==> config.mk <==
export PLATFORM = sky130hd
export DESIGN_NAME = max_pool
export DESIGN_NICKNAME = d
export VERILOG_FILES = /design/src/conv_pkg.sv /design/src/max_pool.sv
export SDC_FILE = /design/constraint.sdc
export NUM_CORES = 1
export LEC_CHECK = 0
export ABC_CLOCK_PERIOD_IN_PS = 2700
export BUFFER_PORTS_ARGS = -buffer_cell sky130_fd_sc_hd__buf_2
export CAP_MARGIN = 20
export CORE_MARGIN = 5
export CORE_UTILIZATION = 56
export CTS_CLUSTER_SIZE = 24
export DETAILED_ROUTE_END_ITERATION = 10
export MAX_ROUTING_LAYER = met4
export PLACE_DENSITY = 0.88
export SLEW_MARGIN = 10
export SYNTH_ARGS = -nofsm -noshare
export SYNTH_HDL_FRONTEND = slang
export SYNTH_SLANG_ARGS = --single-unit
==> constraint.sdc <==
create_clock -name i_clk -period 2.7 [get_ports i_clk]
set_input_delay 0.54 -clock i_clk [delete_from_list [all_inputs] [get_ports i_clk]]
set_output_delay 0.54 -clock i_clk [all_outputs]
set_load 0.05 [all_outputs]
==> src/conv_pkg.sv <==
`default_nettype none

package conv_pkg;

    localparam int DATA_W        = 5;
    localparam int NUM_CH        = 4;
    localparam int K_SIZE        = 3;
    localparam int TILE_SIZE     = 4;
    localparam int IMG_SIZE      = 8;
    localparam int TILE_STEP     = 2;
    localparam int TILES_PER_ROW = (IMG_SIZE - TILE_SIZE) / TILE_STEP + 1;
    // 36 signed 10-bit products fit comfortably
    localparam int ACC_W         = 16;

    localparam int CH_W          = $clog2(NUM_CH + 1);
    localparam int POS_W         = $clog2(IMG_SIZE);

    localparam int KERN_WORDS    = NUM_CH * K_SIZE * K_SIZE;
    localparam int TILE_WORDS    = NUM_CH * TILE_SIZE * TILE_SIZE;
    localparam int KIDX_W        = $clog2(KERN_WORDS);
    localparam int TIDX_W        = $clog2(TILE_WORDS);

    typedef logic signed [DATA_W-1:0] sample_t;
    typedef logic signed [ACC_W-1:0]  acc_t;

    // index is (ch * side + row) * side + col
    typedef sample_t [KERN_WORDS-1:0] kernel_set_t;
    typedef sample_t [TILE_WORDS-1:0] tile_set_t;

    typedef struct packed {
        logic             kern_we;
        logic             tile_we;
        logic             shift;
        logic [CH_W-1:0]  ch;
        logic [POS_W-1:0] row;
        logic [POS_W-1:0] col;
    } buf_wr_t;

    typedef struct packed {
        logic go;
        logic dx;
        logic dy;
    } mac_req_t;

    typedef struct packed {
        logic valid;
        logic last;
        acc_t sum;
    } mac_res_t;

endpackage

`default_nettype wire
==> src/max_pool.sv <==
`timescale 1ns/100ps
`default_nettype none

module max_pool (
    input  wire                   i_clk,
    input  wire                   i_rst,
    input  wire conv_pkg::mac_res_t i_res,
    output logic                  o_valid,
    output conv_pkg::acc_t        o_data
);
    import conv_pkg::*;

    acc_t max_q;
    acc_t cand;

    // max_q sits at zero at group start, which gives the relu
    assign cand = (i_res.sum > max_q) ? i_res.sum : max_q;

    always_ff @(posedge i_clk or negedge i_rst)
    begin
        if (!i_rst)
        begin
            max_q   <= '0;
            o_valid <= 1'b0;
            o_data  <= '0;
        end
        else
        begin
            o_valid <= i_res.valid && i_res.last;
            if (i_res.valid)
            begin
                if (i_res.last)
                begin
                    o_data <= cand;
                    max_q  <= '0;
                end
                else
                    max_q <= cand;
            end
        end
    end

endmodule

`default_nettype wire

==> impl_metrics.tcl <==
set metrics [dict create \
    highest_layer "met4" \
    antenna_found_initial 0 \
    ys.flop_type "dfrtp_1" \
    fin_crit_sh 0.917 \
    cp-start-kind "flip-flop" \
    ys_seq_area_frac 0.394 \
    end_kind "flip-flop" \
    hold_violations 0 \
    path_clk_slew_ns 0.07 \
    r2r-end "o_data[15]$_DFFE_PN0P_" \
    drtIter0Drc 146 \
    core-area_mm2 0.00363 \
    placementRows 22 \
    tritoncts "built" \
    max_freq_ghz 0.404 \
    timing.critical_path.fanout_max 9 \
    port_buffers 36 \
    synth_cell_types 33 \
    cts_sinks 33 \
    finClkSkew_ns 0.00589 \
    viasPerCell 5.97 \
    ys_seq_elements 33 \
    path_class "flip-flop to flip-flop" \
    synth.area.top_cells "dfrtp_1, ha_1, a22o_1" \
    required_ns 2.91 \
    min_period_ns 2.48 \
    yosysMostFrequentCell "dfrtp_1" \
    setup_violations 0 \
    cts_buffers 5 \
    area_delta_synth_final_pct 16.0 \
    dp_hpwl_mm 3.46 \
    drtPass1Iterations 4 \
    die_w_um 71.2 \
    outcome "finished, final reports clean" \
    initial_core_util 0.577 \
    gp_congestion 0.836 \
    p_per_area_mw_per_mm2 664 \
    syn_area_mm2 0.00210 \
    wl_met1_mm 2.14 \
    dpl_cell_area_mm2 0.00233 \
    rrSetupSlack_ns 0.22 \
    final_nets 307 \
    design_area_mm2 0.00243 \
    yosysTopAreaCell "dfrtp_1" \
    root_buffer "clkbuf_8" \
    rr_worst_depth 9 \
    synth_nets 267 \
    grt_pass1_vias 1791 \
    synthCells 231 \
    yosys_warnings 0 \
    finalNonFillerCells 320 \
    hold_buffers 0 \
    drive_gt1_frac 0.221 \
    dieArea_mm2 0.00507 \
    synth-edff-count 0 \
    cp.arrival_ns 2.69 \
    worstMarginPinSlew_ns 0.730 \
    dr_wl_met2_mm 2.31 \
    clockBufferDepth 2 \
    grt-ovfl-total 0 \
    synthDominantCellAreaShare 0.394 \
    track_usage 0.203 \
    drc 0 \
    htreeDepth 2 \
    synth-async-reset-ratio 1.00 \
    drv_slew 0 \
    ant_nets 0 \
    ys_top_cells_by_count "dfrtp_1, nor2_1, inv_1" \
    routedWlPerCell_um 15.3 \
    grt_pass1_wl_mm 8.04 \
    grt_max_degree 34 \
    route.met3.wl_um 364 \
    power.leakage_uw 0.00112 \
    vias 1909 \
    r2r-start "max_q[13]$_DFFE_PN0P_" \
    dp.cells 311 \
    vdd_drop_max_mv 0.368 \
    worstHoldPathType "input port to asynchronous set/reset pin" \
    clock_latency_ns 0.29 \
    dieHeight_um 71.2 \
    num_antenna_cells 0 \
    io_pins 37 \
    cap_viol_max_count 0 \
    relSlewSlack 0.513 \
    synth_area_per_cell_um2 9.08 \
    wirelength_mm 4.90 \
]
[cells by family (layout without fill, tap and decap cells)]
group | count (synthesis) | count (layout) | synth area share
AND/OR/NAND/NOR | 53 | 53 | 0.126
adder cells (fa/ha/maj) | 16 | 16 | 0.0955
flip-flops | 33 | 33 | 0.394
AO/OA/AOI/OAI | 94 | 94 | 0.305
buffers and inverters | 35 | 76 | 0.0794
[through the flow]
step | hold slack, ns | TNS (ns) | worst slack [ns] | util | power [uW]
floorplan | 0.244 | 0 | 0.0771 | - | 1090
global placement | 0.502 | -2.13 | -0.149 | 0.641 | 1240
detailed placement | 0.511 | -3.08 | -0.219 | 0.641 | 1260
CTS | 0.324 | 0 | 0.00822 | 0.664 | 1620
global route | 0.370 | -0.0112 | -0.0112 | 0.669 | 1710
finish | 0.301 | 0 | 0.225 | 0.669 | 1620
[layout by cell type (no fill, tap or decap), types with 2 or more instances in the layout]
cell type  synthesis  layout
a31oi_1           15      15
nor2_1            23      23
ha_1              16      16
and4_1             4       4
a22oi_1           12      12
buf_4              1      11
clkinv_2           0       2
a22o_1            15      15
dfrtp_1           33      33
nor2b_1            2       2
o21ai_1            4       4
clkbuf_8           0       5
o21ai_0           12      12
nand3_1            3       3
inv_1             19      19
buf_2              1      36
o221ai_1           8       8
a21o_1             3       3
a21oi_1           17      17
nand2_1           16      16
[layer usage]
| metal | GRT usage | vias to the layer above |
|---|---|---|
| li1 | - | 938 |
| met3 | 0.0412 | 10 |
| met1 | 0.266 | 898 |
| met2 | 0.309 | 63 |
| met5 | - | - |
| met4 | 0.0752 | 0 |
[how the worst max path moves through the flow]
stage / from / to / slack [ns] / cells after the start
finish: max_q[13]$_DFFE_PN0P_ / o_data[15]$_DFFE_PN0P_ / 0.22 / 9
global route: max_q[13]$_DFFE_PN0P_ / o_data[15]$_DFFE_PN0P_ / -0.01 / 9
CTS: max_q[13]$_DFFE_PN0P_ / max_q[0]$_DFFE_PN0P_ / 0.008 / 8
detailed placement: i_res[15] / max_q[0]$_DFFE_PN0P_ / -0.22 / 8
global placement: i_res[15] / max_q[0]$_DFFE_PN0P_ / -0.15 / 8
floorplan: i_res[15] / max_q[10]$_DFFE_PN0P_ / 0.08 / 11
[state kept, by name, indices dropped and copies added (netlist names)]
register,cells
o_valid,1
max_q,16
o_data,16
[area by class of cell]
class                           instances  area [um2]
Fill cell                             311        1200
Multi-Input combinational cell        163        1110
Sequential cell                        33         826
Timing Repair Buffer                   48         283
Inverter                               20        75.1
Clock buffer                            6        72.6
Tap cell                               48        60.1
Clock inverter                          2        10.0
[power breakdown]
part           leakage, uW  switching, uW  internal [uW]
sequential        0.000404           49.0            575
clock            0.0000450            181            178
combinational     0.000675            429            203
total              0.00112            659            956
[worst max-delay path, stage by stage (launching register included)]
cell and delay, ns:
dfrtp_1 0.39, inv_1 0.06, ha_1 0.29, and4_1 0.27, nand3_1 0.10, o211a_1 0.24, buf_4 0.17, o22ai_1 0.48
o21ai_0 0.21, a31oi_1 0.19
[timing repair]
action	in CTS	in global routing
setup buffers	0	1
gates resized for setup	0	1
endpoints found under the setup margin	0	16
(Power assumes the default switching activity.)
