### src/conv_pkg.sv
`default_nettype none

package conv_pkg;

    localparam int DATA_W        = 5;
    localparam int NUM_CH        = 4;
    localparam int K_SIZE        = 3;
    localparam int TILE_SIZE     = 4;
    localparam int IMG_SIZE      = 8;
    localparam int TILE_STEP     = 2;
    localparam int TILES_PER_ROW = (IMG_SIZE - TILE_SIZE) / TILE_STEP + 1;
    // 36 signed 10-bit products fit comfortably
    localparam int ACC_W         = 16;

    localparam int CH_W          = $clog2(NUM_CH + 1);
    localparam int POS_W         = $clog2(IMG_SIZE);

    localparam int KERN_WORDS    = NUM_CH * K_SIZE * K_SIZE;
    localparam int TILE_WORDS    = NUM_CH * TILE_SIZE * TILE_SIZE;
    localparam int KIDX_W        = $clog2(KERN_WORDS);
    localparam int TIDX_W        = $clog2(TILE_WORDS);

    typedef logic signed [DATA_W-1:0] sample_t;
    typedef logic signed [ACC_W-1:0]  acc_t;

    // index is (ch * side + row) * side + col
    typedef sample_t [KERN_WORDS-1:0] kernel_set_t;
    typedef sample_t [TILE_WORDS-1:0] tile_set_t;

    typedef struct packed {
        logic             kern_we;
        logic             tile_we;
        logic             shift;
        logic [CH_W-1:0]  ch;
        logic [POS_W-1:0] row;
        logic [POS_W-1:0] col;
    } buf_wr_t;

    typedef struct packed {
        logic go;
        logic dx;
        logic dy;
    } mac_req_t;

    typedef struct packed {
        logic valid;
        logic last;
        acc_t sum;
    } mac_res_t;

endpackage

`default_nettype wire
### src/kernel_bank.sv
`timescale 1ns/100ps
`default_nettype none

module kernel_bank (
    input  wire                   i_clk,
    input  wire                   i_rst,
    input  wire conv_pkg::buf_wr_t i_wr,
    input  wire conv_pkg::sample_t i_wr_data,
    output conv_pkg::kernel_set_t o_kernels
);
    import conv_pkg::*;

    kernel_set_t       kern_q;
    logic [KIDX_W-1:0] kidx;

    assign kidx = KIDX_W'((int'(i_wr.ch) * K_SIZE + int'(i_wr.row)) * K_SIZE
                          + int'(i_wr.col));

    always_ff @(posedge i_clk or negedge i_rst)
    begin
        if (!i_rst)
            kern_q <= '0;
        else if (i_wr.kern_we)
            kern_q[kidx] <= i_wr_data;
    end

    assign o_kernels = kern_q;

    // kernel beats use the 3x3 part of the shared counters
    a_kern_addr: assert property (@(posedge i_clk) disable iff (!i_rst)
        i_wr.kern_we |-> (i_wr.row < POS_W'(K_SIZE)) && (i_wr.col < POS_W'(K_SIZE))
                         && (i_wr.ch < CH_W'(NUM_CH)));

endmodule

`default_nettype wire

### config.mk
export PLATFORM = sky130hd
export DESIGN_NAME = kernel_bank
export DESIGN_NICKNAME = d
export VERILOG_FILES = /design/src/conv_pkg.sv /design/src/kernel_bank.sv
export SDC_FILE = /design/constraint.sdc
export NUM_CORES = 1
export LEC_CHECK = 0
export BUFFER_PORTS_ARGS = -buffer_cell sky130_fd_sc_hd__clkbuf_2
export CORE_MARGIN = 10
export CORE_UTILIZATION = 50
export CTS_CLUSTER_DIAMETER = 200
export DETAILED_ROUTE_END_ITERATION = 10
export MAX_ROUTING_LAYER = met4
export PLACE_DENSITY_LB_ADDON = 0.12
export SYNTH_ARGS = -nofsm -noshare
export SYNTH_HDL_FRONTEND = slang
export SYNTH_SLANG_ARGS = --single-unit
### constraint.sdc
create_clock -name i_clk -period 1.4 [get_ports i_clk]
set_input_delay 0.07 -clock i_clk [delete_from_list [all_inputs] [get_ports i_clk]]
set_output_delay 0.07 -clock i_clk [all_outputs]
set_load 0.01 [all_outputs]
==> flow_metrics.env <==
export IMPL_total_wire_length_um=22000
export IMPL_synth_compound_area_share_pct=0.941
export IMPL_maxCapViolCount=0
export IMPL_drc=0
export IMPL_fmax_mhz=268
export IMPL_tritoncts_clock_tree="done"
export IMPL_yosys_cell_types_count=35
export IMPL_status="finished, violations left"
export IMPL_number_of_slew_limit_violations_in_the_final_report=0
export IMPL_critical_path_cell_count=18
export IMPL_largest_register_ffs=180
export IMPL_yosysTopAreaCellShare_pct=59.5
export IMPL_synth_edff_count=0
export IMPL_floorplan_initialDensity_pct=51.5
export IMPL_synth_adder_area_share_pct=3.07
export IMPL_detailed_place_hpwl_um=14600
export IMPL_detail_route_iter0_violations=190
export IMPL_globalRoute_totalOverflow=0
export IMPL_async_flop_share_pct=100
export IMPL_post_layout_minimum_cycle_time_ps=3730
export IMPL_num_fill_cells=925
export IMPL_vdd_ir_drop_max_mv=1.35
export IMPL_mostFrequentLayoutCells="clkbuf_2 (193), dfrtp_1 (180), mux2_4 (103), mux2_2 (69), buf_4 (61)"
export IMPL_crit_type="primary input to register"
export IMPL_dieHeight_um=143
export IMPL_buffer_ports_inserted=196
export IMPL_final_period_utilization_pct=266
export IMPL_ys_warnings_count=0
export IMPL_routabilityCongestion=0.864
export IMPL_synth_area_mm2=0.00758
export IMPL_least_setup_slack_across_all_paths_after_layout_ps=-2330
export IMPL_ff_latch_area_mm2=0.00450
export IMPL_worst_setup_path_end_kind="register"
export IMPL_placement_rows=44
export IMPL_tightestPinTransition_ps=503
export IMPL_synth_xor_area_share_pct=0.694
export IMPL_num_io_pins=199
export IMPL_synth_yosys_seq_area_share_pct=59.5
export IMPL_end_point_of_the_critical_path="o_kernels[73]"
export IMPL_totalPowerFinal_w=0.0254
export IMPL_clk_root_buffer_cell="clkbuf_16"
export IMPL_num_antenna_cells=0
export IMPL_cts_sink_count=180
export IMPL_min_delay_path_class="primary input to async pin"
export IMPL_clk_path_buf_depth=2
export IMPL_netlist_instances=504
export IMPL_worst_path_buf_inv=8
export IMPL_synth_fp_nets=538
export IMPL_die_x_um=143
export IMPL_hold_worst_slack_ps=165
export IMPL_areaGrowthSynthToFinish_pct=45.3
export IMPL_first_global_vias=5834
export IMPL_violations="setup timing"
export IMPL_post_synth_mux_area_share_pct=27.3
export IMPL_crit_path_max_incr_delay_ps=550
export IMPL_detailroute_via_count=5257
export IMPL_core_area_mm2=0.0147
export IMPL_syn_mean_instance_area_um2=15.0
export IMPL_rsz0062_at_grt="yes"
export IMPL_leading_register_cell_type_out_of_synthesis="dfrtp_1"
export IMPL_critPathTopFamily="adder cells"
export IMPL_required_ps=1710
export IMPL_ys_seq_elements=180
export IMPL_maximum_number_of_pins_on_one_net_before_global_route_repair=45
export IMPL_worst_setup_path_start_kind="primary input"
export IMPL_placed_area_mm2=0.00944
export IMPL_rr_worst_depth=1
export IMPL_final_layout_size_suffix_gt1_share_pct=69.9
export IMPL_post_place_ws_ps=-2860
export IMPL_slew_headroom_pct=66.4
export IMPL_reg2reg_setup_slack_ps=590
export IMPL_ant_nets=0
export IMPL_grt_use_total_pct=22.0
export IMPL_grt_first_pass_wirelength_um=33900
export IMPL_p_per_area_mw_per_mm2=2300
export IMPL_critical_path_cell_by_cell="buf_8 -> inv_4 -> fa_1 -> inv_2 -> ha_4 -> fa_1 -> inv_2 -> fa_1 -> inv_2 -> fa_2 -> a21o_1 -> a21oi_4 -> xnor2_4 -> buf_4 -> buf_16 -> nor3_4 -> buf_6 -> mux2_2"
export IMPL_routedWlPerCell_um=22.3
export IMPL_timing_hold_violations_final=0
export IMPL_layout_cells_most_common="clkbuf_2"
export IMPL_timing_rr_start="o_kernels[112]"
export IMPL_cellLeakagePower_nw=5.68
export IMPL_synth_area_leaders="dfrtp_1 (59%), mux2_2 (21%), mux2_1 (4.5%)"
export IMPL_setup_violations_final=180
export IMPL_worst_skew_pair_later_pin_latency_ps=420
export IMPL_drt_first_pass_iters=4
export IMPL_post_drt_via_cell_ratio=5.34
export IMPL_simple_gate_area_share_of_the_yosys_netlist_pct=5.98
export IMPL_path_max_fanout=8
export IMPL_full_die_area_mm2=0.0205
export IMPL_synth_top_cell_by_area="dfrtp_1"
export IMPL_arrival_ps=4030
export IMPL_crit_start="i_wr[6]"
export IMPL_combinational_family_with_the_most_area_after_synthesis="multiplexers"
export IMPL_nNetsFinal=822
export IMPL_h_tree_levels=4
export IMPL_multiInputGateArea_mm2=0.00361
export IMPL_post_route_util_pct=74.9
export IMPL_worstReg2RegEnd="o_kernels[112]"
export IMPL_stdcell_area_mm2=0.0110
export IMPL_critical_path_slowest_cell="fa_1"
export IMPL_antenna_violations_before_repair=0
export IMPL_fin_worst_skew_ps=0
export IMPL_cts_buffers_inserted=17
export IMPL_clk_transition_reported_paths_ps=70
cell usage after synthesis (2+ instances only):
master    number
mux2_2       140
nand2_1        4
fa_1           6
nor2_1        11
xnor2_1        2
xor2_1         4
dfrtp_1      180
clkbuf_1      24
and3_1         5
o21ai_0        5
a21oi_1        2
mux2_4        10
mux2_1        30
nand4_1        3
nor4_1         4
inv_1         17
buf_2          5
nor4_4         5
nor3_2         5
ha_1           9
nand3_1       13
nor3_1         2
or4_1          3
or3_1          4
through the flow:
| stage | setup TNS (ps) | instances |
|---|---|---|
| global route | -425220 | 985 |
| global placement | -490460 | 934 |
| detailed placement | -491650 | 934 |
| floorplan | -439190 | 504 |
| finish | -403460 | 985 |
| CTS | -394840 | 977 |
per-layer routing:
layer	track usage, %	share of wire (%)
met5	-	0
met2	35.1	50
met3	6.10	6.6
met1	27.0	42
met4	5.75	1.2
cell type report:
class	instances	share of cell area [%]
sequential	180	40.9
multi-input combinational	276	32.8
timing repair buffer	296	18.0
clock buffer	21	4.18
tap	184	2.09
clock inverter	11	1.35
inverter	17	0.670
cell families after synthesis:
group           count (synthesis)
mux                           180
flops                         180
simple gates                   64
buf+inv                        48
fa+ha+maj                      15
compound gates                 11
xor+xnor                        6
what timing repair did:
action                     in CTS  in global routing
setup buffers                  11                  9
hold buffers                    1                  0
hold endpoints to repair      121                  0
pin swaps                      25                 27
resized for setup             116                 66
cloned                          1                  0
setup endpoints to repair     180                180
worst min path at each step:
stage | end | slack (ps)
after floorplan | o_kernels[0] | -230
after global placement | o_kernels[176] | 30
after detailed placement | o_kernels[179] | 40
after CTS | o_kernels[136] | 170
after global routing | o_kernels[142] | 200
final | o_kernels[169] | 170
power breakdown:
part           internal (W)  total (W)  switching, W
registers           0.00719    0.00838       0.00119
clock network       0.00292    0.00495       0.00204
logic               0.00626     0.0120       0.00578
total                0.0164     0.0254       0.00901
Note: power is estimated with default switching activity, not from simulation.
