[src/conv_pkg.sv]
`default_nettype none

package conv_pkg;

    localparam int DATA_W        = 5;
    localparam int NUM_CH        = 4;
    localparam int K_SIZE        = 3;
    localparam int TILE_SIZE     = 4;
    localparam int IMG_SIZE      = 8;
    localparam int TILE_STEP     = 2;
    localparam int TILES_PER_ROW = (IMG_SIZE - TILE_SIZE) / TILE_STEP + 1;
    // 36 signed 10-bit products fit comfortably
    localparam int ACC_W         = 16;

    localparam int CH_W          = $clog2(NUM_CH + 1);
    localparam int POS_W         = $clog2(IMG_SIZE);

    localparam int KERN_WORDS    = NUM_CH * K_SIZE * K_SIZE;
    localparam int TILE_WORDS    = NUM_CH * TILE_SIZE * TILE_SIZE;
    localparam int KIDX_W        = $clog2(KERN_WORDS);
    localparam int TIDX_W        = $clog2(TILE_WORDS);

    typedef logic signed [DATA_W-1:0] sample_t;
    typedef logic signed [ACC_W-1:0]  acc_t;

    // index is (ch * side + row) * side + col
    typedef sample_t [KERN_WORDS-1:0] kernel_set_t;
    typedef sample_t [TILE_WORDS-1:0] tile_set_t;

    typedef struct packed {
        logic             kern_we;
        logic             tile_we;
        logic             shift;
        logic [CH_W-1:0]  ch;
        logic [POS_W-1:0] row;
        logic [POS_W-1:0] col;
    } buf_wr_t;

    typedef struct packed {
        logic go;
        logic dx;
        logic dy;
    } mac_req_t;

    typedef struct packed {
        logic valid;
        logic last;
        acc_t sum;
    } mac_res_t;

endpackage

`default_nettype wire
[src/conv_ctrl.sv]
`timescale 1ns/100ps
`default_nettype none

module conv_ctrl (
    input  wire                i_clk,
    input  wire                i_rst,
    input  wire                i_valid,
    input  wire conv_pkg::sample_t i_data,
    output conv_pkg::buf_wr_t  o_wr,
    output conv_pkg::sample_t  o_wr_data,
    output conv_pkg::mac_req_t o_mac
);
    import conv_pkg::*;

    typedef enum logic [1:0] {
        ST_KERN,
        ST_TILE,
        ST_COMP
    } state_t;

    state_t           state;
    logic [CH_W-1:0]  ch;
    logic [POS_W-1:0] row;
    logic [POS_W-1:0] col;
    logic [POS_W-1:0] tile_col;
    logic [POS_W-1:0] tile_row;
    logic [1:0]       phase;
    logic             partial;
    logic [POS_W-1:0] col_first;
    logic             tile_beat;

    // later tiles in a row only carry the two new columns
    assign partial   = (tile_col != '0);
    assign col_first = partial ? POS_W'(TILE_STEP) : '0;
    assign tile_beat = i_valid && (state == ST_TILE);

    always_comb
    begin
        o_wr         = '0;
        o_wr.kern_we = i_valid && (state == ST_KERN);
        o_wr.tile_we = tile_beat;
        o_wr.shift   = tile_beat && partial && (ch == '0) && (row == '0)
                       && (col == POS_W'(TILE_STEP));
        o_wr.ch      = ch;
        o_wr.row     = row;
        o_wr.col     = col;
    end

    assign o_wr_data = i_data;

    always_ff @(posedge i_clk or negedge i_rst)
    begin
        if (!i_rst)
        begin
            state    <= ST_KERN;
            ch       <= '0;
            row      <= '0;
            col      <= '0;
            tile_col <= '0;
            tile_row <= '0;
            phase    <= '0;
        end
        else
        begin
            case (state)
                ST_KERN:
                begin
                    if (i_valid)
                    begin
                        if (col == POS_W'(K_SIZE - 1))
                        begin
                            col <= '0;
                            if (row == POS_W'(K_SIZE - 1))
                            begin
                                row <= '0;
                                if (ch == CH_W'(NUM_CH - 1))
                                begin
                                    ch    <= '0;
                                    state <= ST_TILE;
                                end
                                else
                                    ch <= ch + 1'b1;
                            end
                            else
                                row <= row + 1'b1;
                        end
                        else
                            col <= col + 1'b1;
                    end
                end
                ST_TILE:
                begin
                    if (i_valid)
                    begin
                        if (col == POS_W'(TILE_SIZE - 1))
                        begin
                            col <= col_first;
                            if (row == POS_W'(TILE_SIZE - 1))
                            begin
                                row <= '0;
                                if (ch == CH_W'(NUM_CH - 1))
                                begin
                                    ch    <= '0;
                                    state <= ST_COMP;
                                end
                                else
                                    ch <= ch + 1'b1;
                            end
                            else
                                row <= row + 1'b1;
                        end
                        else
                            col <= col + 1'b1;
                    end
                end
                ST_COMP:
                begin
                    phase <= phase + 1'b1;
                    if (phase == 2'd3)
                    begin
                        if (tile_col == POS_W'(TILES_PER_ROW - 1))
                        begin
                            tile_col <= '0;
                            col      <= '0;
                            if (tile_row == POS_W'(TILES_PER_ROW - 1))
                            begin
                                // frame done, next frame starts with kernels
                                tile_row <= '0;
                                state    <= ST_KERN;
                            end
                            else
                            begin
                                tile_row <= tile_row + 1'b1;
                                state    <= ST_TILE;
                            end
                        end
                        else
                        begin
                            tile_col <= tile_col + 1'b1;
                            col      <= POS_W'(TILE_STEP);
                            state    <= ST_TILE;
                        end
                    end
                end
                default:
                    state <= ST_KERN;
            endcase
        end
    end

    // requests trail the compute phase by one cycle
    always_ff @(posedge i_clk or negedge i_rst)
    begin
        if (!i_rst)
            o_mac <= '0;
        else
        begin
            o_mac.go <= (state == ST_COMP);
            o_mac.dx <= phase[0];
            o_mac.dy <= phase[1];
        end
    end

    // source has no back-pressure, so it must stay quiet during compute
    a_no_beat_in_compute: assert property (@(posedge i_clk) disable iff (!i_rst)
        !((state == ST_COMP) && i_valid));

    a_counters_in_range: assert property (@(posedge i_clk) disable iff (!i_rst)
        (ch < CH_W'(NUM_CH)) && (row < POS_W'(TILE_SIZE)) && (col < POS_W'(TILE_SIZE))
        && (tile_col < POS_W'(TILES_PER_ROW)) && (tile_row < POS_W'(TILES_PER_ROW)));

endmodule

`default_nettype wire

[config.mk]
export PLATFORM = sky130hd
export DESIGN_NAME = conv_ctrl
export DESIGN_NICKNAME = d
export VERILOG_FILES = /design/src/conv_pkg.sv /design/src/conv_ctrl.sv
export SDC_FILE = /design/constraint.sdc
export NUM_CORES = 1
export LEC_CHECK = 0
export BUFFER_PORTS_ARGS = -buffer_cell sky130_fd_sc_hd__buf_4
export CAP_MARGIN = 10
export CORE_MARGIN = 2
export CORE_UTILIZATION = 31
export CTS_BUF_LIST = sky130_fd_sc_hd__clkbuf_8
export DETAILED_ROUTE_END_ITERATION = 10
export PLACE_DENSITY = 0.6
export RECOVER_POWER = 100
export SLEW_MARGIN = 40
export SYNTH_ARGS = -nofsm -noshare
export SYNTH_HDL_FRONTEND = slang
export SYNTH_SLANG_ARGS = --single-unit
[constraint.sdc]
create_clock -name i_clk -period 1.9 [get_ports i_clk]
set_input_delay 0.095 -clock i_clk [delete_from_list [all_inputs] [get_ports i_clk]]
set_output_delay 0.095 -clock i_clk [all_outputs]
set_load 0.1 [all_outputs]
==> reports/summary.txt, run 1 <==
Yosys warns -> 0
Reg clk slew, reported paths -> 0.09 ns
Required time worst endpoint -> 1.80 ns
First-pass GRT wire length -> 5450 um
Crit path DAT -> 1.75 ns
Xor and xnor fraction of the mapped netlist area -> 1.82%
GRT Util Overall -> 13.4%
WL final -> 3040 um
Layout Nets -> 195
Final Max Tran Viols -> 0
Iter 0 DRT Violations -> 59
Slew at the pin closest to its max-slew limit -> 1.26 ns
Final Cycle Share -> 97.1%
Clock Path Buffers -> 2
Reg2reg path depth -> 6
Post-synth top area share -> 38.0%
Cts bufs inserted -> 3
Initial antenna violation count -> 0
Area of the core -> 4410 um2
CP startpoint kind -> flip-flop
Antenna Diode Count -> 0
Ranking of synthesized cells by area -> dfrtp_1 (38%), ha_1 (16%), inv_1 (4.4%)
Area Growth Syn to Fin -> 24.9%
Area leader, netlist -> dfrtp_1
Delay-heaviest family, CP -> simple AND/OR/NAND/NOR gates
Synthesized instance count -> 145
Layout cells sized above 1 -> 33.5%
Max cap viols -> 0
Worst Hold Launch -> i_valid
Hold Crit Class -> input port to flip-flop
Critical Path Slowest Stage Cell -> dfrtp_1
Final Wtd Congestion -> 0.793
Clk_lat worst skew -> 0.27 ns
Via count -> 1086
Design area -> 1810 um2
Syn_nets -> 172
TritonCTS clock tree -> yes
Overall power -> 3.04 mW
Clock root cell -> clkbuf_8
Crit path largest cell delay -> 0.38 ns
Worst path cell trace -> inv_1 -> ha_2 -> and2_1 -> nor4b_4 -> buf_6
Final Hold Viols -> 0
Die area -> 5230 um2
Wire per inst -> 13.9 um
Largest net degree at the start of global routing -> 23
CTS Sinks -> 22
Netlist cell types -> 37
# rows -> 24
H-tree Lvls -> 1
Slew margin rel. -> 15.7%
Total grt overflow -> 0
Fmax achieved -> 542 MHz
CP Depth -> 5
Area after DPL -> 1730 um2
Top FF cell, synth -> dfrtp_1
Fraction of the mapped netlist area in adder cells -> 16.4%
Critical Path End Type -> output port
# DRC -> 0
Post-DP HPWL -> 2250 um
Setup Skew -> 0.00520 ns
Die H -> 72.3 um
Simple-gate share of the synthesized area -> 14.2%
Yosys reg bits -> 22
Worst Hold End -> row[2]$_DFFE_PN0P_
Vias per cell -> 4.96
Starting Density -> 32.8%
Number of routed nets with antenna violations -> 0
Mapped Avg Cell Area -> 9.98 um2
Max FO, Critical Path -> 6
WS Path Type -> flip-flop to output port
Seq/Total Area, Yosys -> 38.0%
CP bufs+invs -> 2
Unrepaired setup endpoints after global routing -> yes
Post-Syn Area -> 1450 um2
First-pass DRT Iterations -> 4
Post-synth EDFFs -> 0
Status -> complete, no violations
Setup TNS Final -> 0 ns
FF-to-FF setup slack -> 0.12 ns
Worst hold stages -> 3
Vias in the first global route -> 1139
P_leak -> 0.813 nW
Synth Area in Compound Gates -> 14.2%
R2r endpoint -> state[0]$_DFFE_PN0P_
Final Setup Violations -> 0
Largest family of logic cells by synthesized area -> adder cells
Tmin final -> 1.84 ns
Die width -> 72.3 um
FFs w/ async S/R, synth -> 100%
Reg-to-reg startpoint -> row[0]$_DFFE_PN0P_
Worst VDD drop -> 0.612 mV
Pwr dens -> 1680 nW/um2
Mux contribution to synthesized area -> 6.66%
Buffers on Ports -> 17
# IOs -> 28
## stage by stage
step	hold slack [ns]	cells	utilization (%)	worst slack (ns)
finish	0.109	219	41.0	0.0551
global route	0.108	219	41.0	-0.0223
CTS	0.0958	217	41.0	0.0123
detailed placement	0.00991	212	39.1	0.0602
global placement	0.00193	212	39.1	0.111
floorplan	-0.201	145	-	-0.269
## registers in the layout, summed over array words and instances (netlist names)
name,flops
ch,3
col,3
o_mac,3
phase,2
row,3
state,2
tile_col,3
tile_row,3
## final cells by class
class | instances | area, um2
Fill cell | 421 | 2610
Timing Repair Buffer | 26 | 156
Clock inverter | 1 | 30.0
Tap cell | 52 | 65.1
Sequential cell | 22 | 578
Multi-Input combinational cell | 98 | 863
Clock buffer | 3 | 41.3
Inverter | 17 | 73.8
## synth_stat cells, types with 2 or more instances
cell type and count:
nand2_1 7, dfrtp_1 22, nand4_1 3, a221oi_1 2, a21oi_1 6, nor2b_1 3
nor3_1 3, xnor2_1 2, nand2b_1 5, mux2i_1 4, o21ai_0 8, inv_1 17
buf_4 6, and2_1 2, mux2_2 5, ha_1 19, nand3b_1 2, nor2_1 6
nand3_1 5
## placed cells by master (no fill, tap or decap), types with 2 or more instances in the layout
| cell | Yosys | layout |
|---|---|---|
| a21oi_1 | 6 | 6 |
| and2_1 | 2 | 2 |
| buf_4 | 6 | 9 |
| clkbuf_1 | 1 | 5 |
| clkbuf_2 | 0 | 9 |
| clkbuf_8 | 1 | 3 |
| dfrtp_1 | 22 | 12 |
| dfrtp_2 | 0 | 4 |
| dfrtp_4 | 0 | 6 |
| ha_1 | 19 | 13 |
| ha_2 | 0 | 3 |
| ha_4 | 0 | 3 |
| inv_1 | 17 | 13 |
| inv_4 | 0 | 4 |
| mux2_2 | 5 | 4 |
| mux2i_1 | 4 | 4 |
| nand2_1 | 7 | 7 |
| nand2b_1 | 5 | 4 |
| nand3_1 | 5 | 5 |
| nand3b_1 | 2 | 2 |
| nand4_1 | 3 | 3 |
| nor2_1 | 6 | 6 |
| nor2b_1 | 3 | 3 |
| nor3_1 | 3 | 3 |
| o21ai_0 | 8 | 8 |
| xnor2_1 | 2 | 2 |
## per-layer routing
| layer | GRT usage (%) | part of all wire [%] | vias to the layer above |
|---|---|---|---|
| met5 | 0 | 0 | - |
| li1 | - | - | 540 |
| met1 | 16.9 | 46 | 514 |
| met3 | 3.33 | 3.7 | 9 |
| met4 | 6.50 | 1.9 | 0 |
| met2 | 21.3 | 48 | 23 |
## power by group
group | leakage (nW) | switching [mW] | internal (mW)
logic | 0.505 | 1.28 | 0.538
clock network | 0.0357 | 0.171 | 0.282
registers | 0.272 | 0.149 | 0.625
## tightest hold or removal path, cell delays in order
cell and delay, ns:
buf_4 0.13, nand3_1 0.07, a2bb2oi_1 0.05
## worst max-delay path by stage
stage | startpoint | end | slack, ns
after global routing | state[1]$_DFFE_PN0P_ | o_wr[9] | -0.02
after global placement | col[1]$_DFFE_PN0P_ | row[0]$_DFFE_PN0P_ | 0.11
after floorplan | ch[1]$_DFFE_PN0P_ | o_wr[9] | -0.27
after CTS | state[1]$_DFFE_PN0P_ | o_wr[9] | 0.01
final | state[1]$_DFFE_PN0P_ | o_wr[9] | 0.06
after detailed placement | state[0]$_DFFE_PN0P_ | state[0]$_DFFE_PN0P_ | 0.06
## kinds of logic (layout without fill, tap and decap cells)
family / Yosys count / in the layout
multiplexers: 9 / 9
adder cells (fa/ha/maj): 19 / 19
XOR/XNOR: 3 / 3
AND/OR/NAND/NOR: 38 / 38
AO/OA/AOI/OAI: 29 / 29
buffers and inverters: 25 / 47
flip-flops: 22 / 22
## repair_timing
item,in CTS,in global routing
endpoints found under the hold margin,22,0
hold buffers,1,0
pin swaps,0,2
resized for setup,1,6
gates cloned,0,0
endpoints found under the setup margin,1,7
setup buffers,0,2
Note: power is estimated with default switching activity, not from simulation.
==> run 2, diff against run 1 <==
- clock period: 1.9 -> 1.8 ns (I/O delays scaled with it)
==> run 2 against run 1 <==
  * Worst hold slack worse by 0.0074 ns
  * Critical path type unchanged
  * Setup slack got worse by 0.024 ns
  * Total power up 15%
  * Core utilization is 3.6 points higher
==> reports/summary.txt, run 2 (synthesis gave the netlist of run 1 again) <==
Combinational power share -> 63.0%
Layout cells sized above 1 -> 44.6%
Clock Path Buffers -> 2
TritonCTS clock tree -> yes
Worst VDD drop -> 0.537 mV
Required time worst endpoint -> 1.71 ns
Area Growth Syn to Fin -> 35.8%
Final Hold Viols -> 0
Largest net degree at the start of global routing -> 23
Setup TNS Final -> 0 ns
Layout Nets -> 205
WL final -> 3160 um
Internal Power -> 1.73 mW
CTS Sinks -> 22
Area of the core -> 4410 um2
Hold_ws -> 0.101 ns
H-tree Lvls -> 1
CP startpoint kind -> flip-flop
P_leak -> 0.898 nW
Final Wtd Congestion -> 0.797
GRT Util Overall -> 13.3%
Worst hold stages -> 3
Pwr dens -> 1770 nW/um2
Hold Crit Class -> input port to flip-flop
Util after Layout -> 44.5%
# rows -> 24
Buffers on Ports -> 17
Clock power frac -> 13.6%
Reg clk slew, reported paths -> 0.09 ns
Total grt overflow -> 0
Max cap viols -> 0
Sequential power share -> 23.3%
Status -> complete, no violations
Psw -> 1.75 mW
Reg-to-reg startpoint -> state[0]$_DFFE_PN0P_
# IOs -> 28
Wire per inst -> 13.8 um
Crit path DAT -> 1.68 ns
R2r endpoint -> state[1]$_DFFE_PN0P_
Commonest non-fill, non-tap cell in the layout -> buf_4
Post-Layout Cell Count -> 229
Reg2reg path depth -> 6
# DRC -> 0
Most frequent cells in the layout -> buf_4 (25), dfrtp_1 (13), inv_1 (11), ha_1 (11), o21ai_0 (8)
Initial antenna violation count -> 0
Vias in the first global route -> 1127
Slew at the pin closest to its max-slew limit -> 1.22 ns
Number of routed nets with antenna violations -> 0
FF-to-FF setup slack -> 0.04 ns
Overall power -> 3.48 mW
First-pass GRT wire length -> 5440 um
Worst Hold Launch -> i_valid
Starting Density -> 32.8%
First-pass DRT Iterations -> 4
Placed Cells incl. Taps -> 217
Post-DP HPWL -> 2370 um
Die width -> 72.3 um
Die H -> 72.3 um
Antenna Diode Count -> 0
Clock root cell -> clkbuf_8
Cts bufs inserted -> 3
Fmax achieved -> 565 MHz
Final Setup Violations -> 0
Worst Hold End -> row[2]$_DFFE_PN0P_
Vias per cell -> 5.00
Sw frac -> 50.3%
Tmin final -> 1.77 ns
Slew margin rel. -> 18.4%
Unrepaired setup endpoints after global routing -> yes
Final Cycle Share -> 98.3%
Clk_lat worst skew -> 0.27 ns
Iter 0 DRT Violations -> 37
Via count -> 1146
Max FO, Critical Path -> 5
Die area -> 5230 um2
WS Path Type -> flip-flop to output port
Final Max Tran Viols -> 0
Critical Path End Type -> output port
Filler Cells Inserted -> 422
Setup Skew -> 0.00163 ns
[run 2: cell types whose count changed in the layout (fill, tap and decap cells not counted), moves of 2 or more]
cell      before  now
clkbuf_2       9    7
ha_1          13   11
buf_4          9   25
inv_1         13   11
inv_2          0    2
ha_4           3    6
clkbuf_1       5    1
dfrtp_2        4    2
[run 2: routing by layer]
layer | vias to the layer above | global-route usage, % | part of all wire (%)
li1 | 566 | - | -
met1 | 546 | 16.7 | 43
met2 | 25 | 22.3 | 51
met3 | 9 | 2.50 | 3.3
met4 | 0 | 5.66 | 2.0
met5 | - | 0 | 0
[run 2: area by class of cell]
class                           instances  area, um2  area share, %
Clock inverter                          1       30.0           1.53
Sequential cell                        22        579           29.5
Clock buffer                            3       41.3           2.10
Timing Repair Buffer                   36        259           13.2
Multi-Input combinational cell         98        917           46.7
Inverter                               17       73.8           3.76
Tap cell                               52       65.1           3.31
[run 2: worst max-delay path by stage]
stage	end	from	slack [ns]	cells past startpoint
4_1_cts	o_wr[9]	col[0]$_DFFE_PN0P_	-0.01	5
6_report	o_wr[9]	state[0]$_DFFE_PN0P_	0.03	6
3_3_place_gp	row[0]$_DFFE_PN0P_	col[1]$_DFFE_PN0P_	0.07	6
5_1_grt	o_wr[9]	row[1]$_DFFE_PN0P_	-0.05	5
2_1_floorplan	o_wr[9]	ch[1]$_DFFE_PN0P_	-0.36	4
3_5_place_dp	ch[1]$_DFFE_PN0P_	row[0]$_DFFE_PN0P_	-0.02	6
[run 2: power by group through the flow]
stage          Combinational, mW  Sequential, mW  Clock [mW]
6_report                    2.20           0.814       0.475
3_5_place_dp                2.02           0.829           0
3_3_place_gp                1.97           0.814           0
5_1_grt                     2.37           0.837       0.512
2_1_floorplan              0.855            1.55           0
4_1_cts                     2.07           0.820       0.489
[run 2: worst max-delay path, stage by stage, from the launching register on]
cell	delay, ns
dfrtp_1	0.41
buf_6	0.12
ha_4	0.16
buf_4	0.11
and2_4	0.13
nor4b_4	0.21
buf_6	0.26
[run 2: through the flow]
stage,setup WS [ns],area [um2]
floorplan,-0.364,1560
global placement,0.0717,1780
detailed placement,-0.0178,1780
CTS,-0.00976,1890
global route,-0.0486,1970
finish,0.0309,1970
[run 2: repair_timing]
item,CTS,global route
endpoints found under the setup margin,6,9
pin swaps,1,6
buffers inserted,2,5
endpoints found under the hold margin,22,0
hold buffers,1,0
gates resized for setup,6,12
==> run 3, diff against run 2 <==
- CELL_PAD_IN_SITES_DETAIL_PLACEMENT: default -> 1
- CELL_PAD_IN_SITES_GLOBAL_PLACEMENT: default -> 2
- PLACE_DENSITY: 0.6 -> 0.83
==> run 3 against run 2 <==
  * Worst hold slack improved by 0.0075 ns
  * Setup slack worse by 0.014 ns
  * Non-clock buffer count decreased by 2
  * Critical endpoint unchanged
  * Sequential share of layout area is 0.44 points higher
  * Via count barely moved
  * Critical path type unchanged
  * Routed wire length grew 16%
==> reports/summary.txt, run 3 (synthesis gave the netlist of run 1 again) <==
Status -> complete, no violations
Buffers on Ports -> 17
CTS Sinks -> 22
Die H -> 72.3 um
Layout Nets -> 203
Vias per cell -> 5.05
Clk_lat worst skew -> 0.28 ns
Wire per inst -> 16.1 um
Final Cycle Share -> 99.0%
Max FO, Critical Path -> 3
Die width -> 72.3 um
Worst slack, placed -> -0.0618 ns
Filler Cells Inserted -> 504
Crit path largest cell delay -> 0.51 ns
First-pass GRT wire length -> 6400 um
Cts bufs inserted -> 3
H-tree Lvls -> 1
Max cap viols -> 0
Final Wtd Congestion -> 0.764
Setup TNS Final -> 0 ns
Hold_ws -> 0.109 ns
Overall power -> 3.46 mW
Final Hold Viols -> 0
Slew at the pin closest to its max-slew limit -> 0.546 ns
Slew margin rel. -> 63.8%
Area Growth Syn to Fin -> 33.8%
WS Path Type -> flip-flop to output port
Hold Crit Class -> input port to flip-flop
TritonCTS clock tree -> yes
Unrepaired setup endpoints after global routing -> yes
Via count -> 1147
Most frequent cells in the layout -> buf_4 (15), dfrtp_1 (13), clkbuf_2 (12)
Total grt overflow -> 0
Final Max Tran Viols -> 0
Layout cells sized above 1 -> 44.0%
Pwr dens -> 1790 nW/um2
GRT Util Overall -> 15.8%
Commonest non-fill, non-tap cell in the layout -> buf_4
Die area -> 5230 um2
Vias in the first global route -> 1312
Setup Skew -> 0.00740 ns
Critical Path End Type -> output port
Crit path DAT -> 1.69 ns
CP startpoint kind -> flip-flop
Fmax achieved -> 561 MHz
Final Setup Violations -> 0
Iter 0 DRT Violations -> 27
Largest net degree at the start of global routing -> 23
Util after Layout -> 43.9%
First-pass DRT Iterations -> 4
WL final -> 3660 um
Antenna Diode Count -> 0
Required time worst endpoint -> 1.71 ns
Final setup margin -> 0.0171 ns
Initial antenna violation count -> 0
Starting Density -> 32.8%
Post-DP HPWL -> 2720 um
Clock Path Buffers -> 2
Critical Path Slowest Stage Cell -> dfrtp_4
Worst path cell trace -> inv_4 -> ha_4 -> nand4_1 -> nor4b_4 -> buf_6
# rows -> 24
P_leak -> 0.879 nW
Reg clk slew, reported paths -> 0.09 ns
Tmin final -> 1.78 ns
Worst VDD drop -> 0.540 mV
Number of routed nets with antenna violations -> 0
Area of the core -> 4410 um2
Clock root cell -> clkbuf_8
# IOs -> 28
# DRC -> 0
## run 3: path summary, 6_finish.rpt
path | start | end | slack [ns] | cells past startpoint
max in group asynchronous | i_rst | ch[0]$_DFFE_PN0P_ | 1.30 | 2
min in group asynchronous | i_rst | col[2]$_DFFE_PN0P_ | 0.24 | 2
setup reg to reg | row[0]$_DFFE_PN0P_ | state[1]$_DFFE_PN0P_ | 0.02 | 6
setup / recovery | row[0]$_DFFE_PN0P_ | o_wr[9] | 0.02 | 5
hold / removal | i_valid | row[2]$_DFFE_PN0P_ | 0.11 | 3
hold reg to reg | phase[1]$_DFFE_PN0N_ | o_mac[0]$_DFF_PN0_ | 0.41 | 0
## run 3: critical path, delay by kind of cell, from the launching register on
family                     cells  cell delay, ns
and+or+nand+nor                2            0.45
buffers and inverters          2            0.33
adders and majority gates      1            0.12
DFF                            1            0.51
## run 3: power breakdown
group	leakage [nW]	total, mW	switching (mW)	internal [mW]
registers	0.274	0.816	0.153	0.663
logic	0.569	2.16	1.45	0.711
clock network	0.0357	0.488	0.190	0.298
## run 3: area by class of cell
class / count / area, um2 / share of cell area, %
clock inverter: 1 / 30.0 / 1.55
inverter: 17 / 73.8 / 3.81
sequential: 22 / 579 / 29.9
timing repair buffer: 34 / 228 / 11.8
multi-input combinational: 98 / 920 / 47.5
tap: 52 / 65.1 / 3.36
clock buffer: 3 / 41.3 / 2.13
## run 3: per-layer routing
metal	wire length [um]	global-route usage [%]
met1	1550	18.0
met3	91	2.50
met4	55	5.66
met5	0	0
met2	1970	29.6
## run 3: through the flow
stage	area [um2]	std cells
2_1_floorplan	1560	145
5_1_grt	1940	227
4_1_cts	1930	225
3_5_place_dp	1780	218
3_3_place_gp	1780	218
6_report	1940	227
## run 3: repair_timing
item,4_1_cts,5_1_grt
endpoints found under the hold margin,22,0
endpoints found under the setup margin,5,8
resized for setup,10,9
hold buffers,1,0
buffers inserted,2,2
gates cloned,0,0
pin swaps,4,5
